**src/verilog/washer_pkg.sv**
```systemverilog
package washer_pkg;

	////////////////////////////////////////////////////////////////////////////
	// phases and programs
	////////////////////////////////////////////////////////////////////////////

	// dry-only reuses the tail of the wash sequence from spin on
	typedef enum logic [3:0] {
		idle,
		fill,
		wash,
		drain,
		fill2,
		rinse,
		drain2,
		spin,
		drain3,
		rev_spin,
		drain4,
		fault_hold,
		done
	} phase_e;

	typedef enum logic [1:0] {
		prog_heavy,
		prog_normal,
		prog_light,
		prog_dry
	} program_e;

	////////////////////////////////////////////////////////////////////////////
	// seconds and phase durations
	////////////////////////////////////////////////////////////////////////////

	localparam int SECS_W = 8;

	typedef logic [SECS_W-1:0] secs_t;

	localparam secs_t FILL_SECS     = 8'd3;
	// rinse runs as long as wash
	localparam secs_t WASH_SECS     = 8'd4;
	localparam secs_t DRAIN_SECS    = 8'd2;
	localparam secs_t SPIN_SECS     = 8'd4;
	localparam secs_t REV_SPIN_SECS = 8'd5;
	localparam secs_t DONE_SECS     = 8'd2;

	////////////////////////////////////////////////////////////////////////////
	// block to block bundles
	////////////////////////////////////////////////////////////////////////////

	typedef struct packed {
		logic     valid;
		program_e prog;
	} start_req_t;

	typedef struct packed {
		logic  load;
		secs_t secs;
	} timer_cmd_t;

	// phase lamps msb first, then the program level bar
	typedef struct packed {
		logic       lamp_fill;
		logic       lamp_wash;
		logic       lamp_drain;
		logic       lamp_spin;
		logic       lamp_rev;
		logic [2:0] level;
	} lamps_t;

endpackage

```
**src/verilog/panel_input.sv**
```systemverilog
`timescale 1ns/1ns

module panel_input (
	input  logic                   clk,
	input  logic                   rst_n,
	input  logic                   i_start_n,
	input  logic [3:0]             i_mode,
	input  logic                   i_fault,
	output washer_pkg::start_req_t o_start,
	output logic                   o_fault
);

	import washer_pkg::*;

	logic [1:0] start_sync;
	logic       start_prev;
	logic [1:0] fault_sync;
	logic       press;
	logic       mode_ok;
	program_e   mode_prog;

	// one-hot mode switch, anything else is not a program
	always_comb begin
		mode_ok   = 1'b1;
		mode_prog = prog_heavy;
		case (i_mode)
			4'b0001: mode_prog = prog_heavy;
			4'b0010: mode_prog = prog_normal;
			4'b0100: mode_prog = prog_light;
			4'b1000: mode_prog = prog_dry;
			default: mode_ok = 1'b0;
		endcase
	end

	// button is active low, so a press is a falling edge
	assign press = start_prev & ~start_sync[1];

	always_ff @(posedge clk or negedge rst_n) begin
		if (!rst_n) begin
			start_sync <= 2'b11;
			start_prev <= 1'b1;
			fault_sync <= 2'b00;
			o_start    <= '0;
		end else begin
			start_sync    <= {start_sync[0], i_start_n};
			start_prev    <= start_sync[1];
			fault_sync    <= {fault_sync[0], i_fault};
			o_start.valid <= press & mode_ok;
			o_start.prog  <= mode_prog;
		end
	end

	assign o_fault = fault_sync[1];

endmodule

```
**src/verilog/cycle_sequencer.sv**
```systemverilog
`timescale 1ns/1ns

module cycle_sequencer (
	input  logic                   clk,
	input  logic                   rst_n,
	input  washer_pkg::start_req_t i_start,
	input  logic                   i_fault,
	input  logic                   i_expire,
	output washer_pkg::timer_cmd_t o_timer,
	output washer_pkg::phase_e     o_phase,
	output washer_pkg::program_e   o_program
);

	import washer_pkg::*;

	phase_e     phase_q;
	phase_e     phase_d;
	program_e   program_q;
	timer_cmd_t timer_q;

	////////////////////////////////////////////////////////////////////////////
	// phase order and durations
	////////////////////////////////////////////////////////////////////////////

	function automatic phase_e next_phase(input phase_e cur, input logic fault);
		case (cur)
			fill:     next_phase = wash;
			wash:     next_phase = drain;
			drain:    next_phase = fill2;
			fill2:    next_phase = rinse;
			rinse:    next_phase = drain2;
			// spin is where a fault parks the machine
			drain2:   next_phase = fault ? fault_hold : spin;
			spin:     next_phase = drain3;
			drain3:   next_phase = rev_spin;
			rev_spin: next_phase = drain4;
			drain4:   next_phase = done;
			default:  next_phase = idle;
		endcase
	endfunction

	// zero for the untimed phases
	function automatic secs_t phase_secs(input phase_e p);
		case (p)
			fill, fill2:                    phase_secs = FILL_SECS;
			wash, rinse:                    phase_secs = WASH_SECS;
			drain, drain2, drain3, drain4:  phase_secs = DRAIN_SECS;
			spin:                           phase_secs = SPIN_SECS;
			rev_spin:                       phase_secs = REV_SPIN_SECS;
			done:                           phase_secs = DONE_SECS;
			default:                        phase_secs = '0;
		endcase
	endfunction

	////////////////////////////////////////////////////////////////////////////
	// phase FSM
	////////////////////////////////////////////////////////////////////////////

	always_comb begin
		phase_d = phase_q;
		case (phase_q)
			idle: begin
				if (i_start.valid) begin
					phase_d = (i_start.prog == prog_dry) ? spin : fill;
				end
			end
			// resume past the skipped spin
			fault_hold: begin
				if (!i_fault) begin
					phase_d = drain3;
				end
			end
			default: begin
				if (i_expire) begin
					phase_d = next_phase(phase_q, i_fault);
				end
			end
		endcase
	end

	always_ff @(posedge clk or negedge rst_n) begin
		if (!rst_n) begin
			phase_q   <= idle;
			program_q <= prog_heavy;
			timer_q   <= '0;
		end else begin
			phase_q <= phase_d;
			if (phase_q == idle && i_start.valid) begin
				program_q <= i_start.prog;
			end
			// timer is loaded alongside every step into a timed phase
			timer_q.load <= (phase_d != phase_q) && (phase_secs(phase_d) != '0);
			timer_q.secs <= phase_secs(phase_d);
		end
	end

	assign o_timer   = timer_q;
	assign o_phase   = phase_q;
	assign o_program = program_q;

	////////////////////////////////////////////////////////////////////////////
	// checks
	////////////////////////////////////////////////////////////////////////////

	// untimed phases must leave the timer alone
	a_no_load_untimed: assert property (
		@(posedge clk) disable iff (!rst_n)
		timer_q.load |-> !(phase_q inside {idle, fault_hold})
	);

	// an idle machine has nothing counting down
	a_no_expire_idle: assert property (
		@(posedge clk) disable iff (!rst_n)
		i_expire |-> phase_q != idle
	);

endmodule

```
**src/verilog/phase_timer.sv**
```systemverilog
`timescale 1ns/1ns

module phase_timer #(
	parameter int CLKS_PER_SEC = 50_000_000
) (
	input  logic                   clk,
	input  logic                   rst_n,
	input  washer_pkg::timer_cmd_t i_cmd,
	output logic                   o_expire,
	output washer_pkg::secs_t      o_remaining
);

	import washer_pkg::*;

	localparam int PRESC_W = ($clog2(CLKS_PER_SEC) > 0) ? $clog2(CLKS_PER_SEC) : 1;
	localparam logic [PRESC_W-1:0] PRESC_LAST = PRESC_W'(CLKS_PER_SEC - 1);

	logic [PRESC_W-1:0] presc_q;
	logic [PRESC_W-1:0] presc_cur;
	secs_t              count_q;
	secs_t              count_cur;
	logic               running;
	logic               tick;

	// load cycle already counts as the first clock of the first second
	assign count_cur = i_cmd.load ? i_cmd.secs : count_q;
	assign presc_cur = i_cmd.load ? '0 : presc_q;

	assign running     = (count_cur != '0);
	assign tick        = running && (presc_cur == PRESC_LAST);
	assign o_expire    = tick && (count_cur == secs_t'(1));
	assign o_remaining = count_cur;

	always_ff @(posedge clk or negedge rst_n) begin
		if (!rst_n) begin
			presc_q <= '0;
			count_q <= '0;
		end else begin
			if (!running || tick) begin
				presc_q <= '0;
			end else begin
				presc_q <= presc_cur + 1'b1;
			end
			count_q <= tick ? count_cur - 1'b1 : count_cur;
		end
	end

	if (CLKS_PER_SEC < 2) begin : g_rate_check
		$error("phase_timer: CLKS_PER_SEC must be at least 2");
	end

	// last second ends on a count of one
	a_expire_from_one: assert property (
		@(posedge clk) disable iff (!rst_n)
		o_expire |-> $past(count_cur) == secs_t'(1)
	);

endmodule

```
**src/verilog/panel_display.sv**
```systemverilog
`timescale 1ns/1ns

module panel_display (
	input  logic                 clk,
	input  logic                 rst_n,
	input  washer_pkg::phase_e   i_phase,
	input  washer_pkg::program_e i_program,
	input  washer_pkg::secs_t    i_remaining,
	output washer_pkg::lamps_t   o_lamps,
	output logic                 o_done,
	output washer_pkg::secs_t    o_remaining
);

	import washer_pkg::*;

	logic [2:0] level;
	lamps_t     lamps_d;

	// level bar, longer for heavier loads
	always_comb begin
		case (i_program)
			prog_heavy:  level = 3'b111;
			prog_normal: level = 3'b011;
			prog_light:  level = 3'b001;
			default:     level = 3'b000;
		endcase
	end

	always_comb begin
		lamps_d       = '0;
		lamps_d.level = level;
		case (i_phase)
			fill, fill2:                   lamps_d.lamp_fill  = 1'b1;
			wash, rinse:                   lamps_d.lamp_wash  = 1'b1;
			drain, drain2, drain3, drain4: lamps_d.lamp_drain = 1'b1;
			// held machine keeps the spin lamp on
			spin, fault_hold:              lamps_d.lamp_spin  = 1'b1;
			rev_spin:                      lamps_d.lamp_rev   = 1'b1;
			done: begin
				lamps_d = {5'b11111, level};
			end
			default: lamps_d = '0;
		endcase
	end

	always_ff @(posedge clk or negedge rst_n) begin
		if (!rst_n) begin
			o_lamps     <= '0;
			o_done      <= 1'b0;
			o_remaining <= '0;
		end else begin
			o_lamps     <= lamps_d;
			o_done      <= (i_phase == done);
			o_remaining <= i_remaining;
		end
	end

endmodule

```
**src/verilog/washer_top.sv**
```systemverilog
`timescale 1ns/1ns

module washer_top #(
	parameter int CLKS_PER_SEC = 50_000_000
) (
	input  logic               clk,
	input  logic               rst_n,
	input  logic               i_start_n,
	input  logic [3:0]         i_mode,
	input  logic               i_fault,
	output washer_pkg::lamps_t o_lamps,
	output logic               o_done,
	output washer_pkg::secs_t  o_remaining
);

	import washer_pkg::*;

	start_req_t start_req;
	logic       fault_sync;
	timer_cmd_t timer_cmd;
	logic       expire;
	secs_t      timer_secs;
	phase_e     phase;
	program_e   prog;

	panel_input u_input (
		.clk      (clk),
		.rst_n    (rst_n),
		.i_start_n(i_start_n),
		.i_mode   (i_mode),
		.i_fault  (i_fault),
		.o_start  (start_req),
		.o_fault  (fault_sync)
	);

	cycle_sequencer u_sequencer (
		.clk      (clk),
		.rst_n    (rst_n),
		.i_start  (start_req),
		.i_fault  (fault_sync),
		.i_expire (expire),
		.o_timer  (timer_cmd),
		.o_phase  (phase),
		.o_program(prog)
	);

	phase_timer #(
		.CLKS_PER_SEC(CLKS_PER_SEC)
	) u_timer (
		.clk        (clk),
		.rst_n      (rst_n),
		.i_cmd      (timer_cmd),
		.o_expire   (expire),
		.o_remaining(timer_secs)
	);

	panel_display u_display (
		.clk        (clk),
		.rst_n      (rst_n),
		.i_phase    (phase),
		.i_program  (prog),
		.i_remaining(timer_secs),
		.o_lamps    (o_lamps),
		.o_done     (o_done),
		.o_remaining(o_remaining)
	);

endmodule

```
**config.mk**
```make
export PLATFORM = sky130hd
export DESIGN_NAME = washer_top
export DESIGN_NICKNAME = d
export VERILOG_FILES = /design/src/verilog/washer_pkg.sv /design/src/verilog/panel_input.sv /design/src/verilog/cycle_sequencer.sv /design/src/verilog/phase_timer.sv /design/src/verilog/panel_display.sv /design/src/verilog/washer_top.sv
export SDC_FILE = /design/constraint.sdc
export NUM_CORES = 1
export LEC_CHECK = 0
export ABC_AREA = 1
export BUFFER_PORTS_ARGS = -buffer_cell sky130_fd_sc_hd__buf_2
export CAP_MARGIN = 15
export CORE_UTILIZATION = 40
export CTS_BUF_LIST = sky130_fd_sc_hd__clkbuf_2 sky130_fd_sc_hd__clkbuf_4 sky130_fd_sc_hd__clkbuf_8
export DETAILED_ROUTE_END_ITERATION = 8
export SETUP_SLACK_MARGIN = 0.5
export SLEW_MARGIN = 20
export SYNTH_ARGS = -nofsm -noshare
export SYNTH_HDL_FRONTEND = slang
export SYNTH_SLANG_ARGS = --single-unit
```
**constraint.sdc**
```tcl
create_clock -name clk -period 5.9 [get_ports clk]
set_input_delay 0.885 -clock clk [delete_from_list [all_inputs] [get_ports clk]]
set_output_delay 0.885 -clock clk [all_outputs]
set_load 0.02 [all_outputs]
```
==> metrics.txt <==
status completed; die span in y slightly below 100 µm; Reg-to-Reg Start u_sequencer.o_timer[8]$_DFF_PN0_; Worst Clk Skew 0.00836 ns; Hold/Removal Path Class reg -> reg; slew margin rel. 42.5%; Vias/cell 4.90; measured slew at the worst slew-check pin 0.862 ns; Max rail drop VDD 0.211 mV; share of cells above drive strength 1 roughly 16%; syn_nets roughly 490; Core Area between 8000 and 9000 µm²; CP Class reg -> reg; Final min period approximately 3.2 ns; WP data arrival roughly 3.4 ns; Max Freq approximately 310 MHz; Worst setup EP type flop; Worst Setup SP u_sequencer.o_timer[8]$_DFF_PN0_; vias in the first global route between 3000 and 4000; Syn Area/Cell 7.80 µm²; CP max-delay cell nand2_1; DR DRC count 0; n_diodes 0; setup violators final 0; Post-DRT Antenna Nets 0; post_cts resized 0; Max-cap violations 0; CP max stage delay between 0.4 and 0.5 ns; Setup crit start kind flop; CTS Buf Count 9; R2R Setup Slk approximately 2.7 ns; die width ~98 µm; Final Hold Viols 0; synth cell count leaders nand2_1 (83), nor2_1 (83), inv_1 (80); CTS clock-pin slew for the worst setup and hold paths approximately 0.08 ns; Synth Flop Type dfrtp_1; clock sink count 69; post-synthesis sequential element count a little under 70; clock latency on the worst-skew pair around 0.35 ns; Yosys top cell by area dfrtp_1; Initial DRC Count 140; RSZ-0062 raised after global routing no; Pre-Repair DR Iteration Count 5; crit-path cells buf_4 > inv_2 > or2_2 > o21ai_0 > ha_1 > inv_1 > nor2_1 > nand2_1 > nand2_1 > inv_1 > o21ai_0 > a21oi_1; Detailed Place HPWL between 5000 and 6000 µm; fin crit share a little over half; H-tree depth 3; I/O pin count 25; Yosys top cell area share around 44%; CP Max Fanout 29; CTS tree built; Post-CTS Setup Bufs 0; CTS hold repair buffers 0; post-synthesis cell area roughly 3700 µm²; sequential area share after synthesis between 40% and 50%; P_leak 0.00200 µW; FFs w/ async S/R, synth 100%; GP Congestion roughly 0.86; first-pass GRT wire length between 10000 and 15000 µm; Post-Route Setup TNS 0 ns; final wirelength 7650 µm; Cells after Synth approximately 480; area of the die ~9700 µm²; clk root buf clkbuf_8; worst slack, placed 2.70 ns; port bufs 24; Synth Warn # 0; Setup WS post-layout 2.71 ns; largest net degree at the start of global routing 70; row count 34; Critical Path Sink u_timer.presc_q[22]$_DFF_PN0_; Post-synth EDFFs 0; FF-to-FF End u_timer.presc_q[22]$_DFF_PN0_; Yosys cell types 39; top area cells in the synthesized netlist dfrtp_1 (44%), nand2_1 (8.4%), nor2_1 (8.4%), inv_1 (8.1%), a21oi_1 (3.0%); WL/cell between 10 and 15 µm; Initial Util between 40% and 50%; DR vias 3040; Max Root-Sink Buffers 2; R2R cell count 12; Req. time, crit path 6.14 ns; worst hold stages 0; GRT Total Usage 17.9%; P&R area growth vs syn 11.2%; Pwr per Cell Area 365 nW/µm²; Overflow after GRT 0; final slew viol count 0; antenna violations before repair 0; Hold Slack about 0.35 ns; final net count 518
[cell families (layout without fill, tap and decap cells)]
logic type | after synthesis | in the layout | synth area share [%]
and+or+nand+nor | 244 | 244 | 31.7
xor gates and xnor gates | 9 | 9 | 2.12
buffers and inverters | 94 | 129 | 10.2
DFF | 69 | 69 | 46.5
AOI/OAI and AO/OA | 57 | 57 | 8.24
muxes | 1 | 1 | 0.269
adders and majority gates | 3 | 3 | 1.01
[per-layer routing]
metal  routed length, µm  GRT usage [%]  vias to the layer above
li1                    -              -                     1552
met1                3620           22.5                     1414
met2                3600           29.8                       58
met3                 247           3.97                       16
met4                 172           8.04                        0
met5                   0              0                        -
[placed cells by master, fill, tap and decap left out, drive strengths merged]
cell type and n:
nor2 96, nand2 89, inv 87, dfrtp 66, buf 26, nand3 26
o21ai 26, a21oi 22, nor3 13, clkbuf 10, nand4 9, xor2 7
nor4 6, clkinv 5, o211ai 4, ha 3, dfstp 3, or2 2
xnor2 2, nand3b 2, a211oi 1, a21boi 1, a31oi 1, o21a 1
nor3b 1, mux2i 1, o31ai 1, bufinv 1
[stage by stage]
stage	area (µm²)	util [%]	cells	total power [µW]
floorplan	3720	-	477	1020
global placement	3940	44.5	604	1120
detailed placement	3940	44.5	604	1130
CTS	4140	46.8	620	1530
global route	4140	46.8	620	1630
finish	4140	46.8	620	1510
[power by group]
part | total (µW) | internal (µW) | switching (µW)
clock | 390 | 206 | 184
sequential | 590 | 552 | 38.1
combinational | 529 | 154 | 376
[worst max-delay path: cells and delay by family (launching register included)]
kind	cells	cell delay, ns
AOI/OAI and AO/OA	3	0.43
DFF	1	0.32
and+or+nand+nor	4	1.00
adders and majority gates	1	0.26
buffers and inverters	4	1.05
[sequential cells by signal, summed over array words and instances, names as in the netlist]
register / cells
u_display.o_done: 1
u_display.o_lamps: 8
u_display.o_remaining: 8
u_input.fault_sync: 2
u_input.o_start: 3
u_input.start_prev: 1
u_input.start_sync: 2
u_sequencer.o_phase: 4
u_sequencer.o_program: 2
u_sequencer.o_timer: 4
u_timer.count_q: 8
u_timer.presc_q: 26
[worst min-delay path by stage]
stage	slack [ns]	endpoint	startpoint
finish	0.35	u_input.fault_sync[1]$_DFF_PN0_	u_input.fault_sync[0]$_DFF_PN0_
global route	0.35	u_input.fault_sync[1]$_DFF_PN0_	u_input.fault_sync[0]$_DFF_PN0_
detailed placement	0.33	u_input.fault_sync[1]$_DFF_PN0_	u_input.fault_sync[0]$_DFF_PN0_
CTS	0.35	u_input.fault_sync[1]$_DFF_PN0_	u_input.fault_sync[0]$_DFF_PN0_
floorplan	0.33	u_input.fault_sync[1]$_DFF_PN0_	u_input.fault_sync[0]$_DFF_PN0_
global placement	0.33	u_input.fault_sync[1]$_DFF_PN0_	u_input.fault_sync[0]$_DFF_PN0_
[layout make-up]
cell class,count,area (µm²)
Clock buffer,10,138
Clock inverter,6,62.6
Fill cell,892,4710
Timing Repair Buffer,26,135
Inverter,87,327
Sequential cell,69,1730
Multi-Input combinational cell,314,1610
Tap cell,108,135
Note: power is estimated with default switching activity, not from simulation.
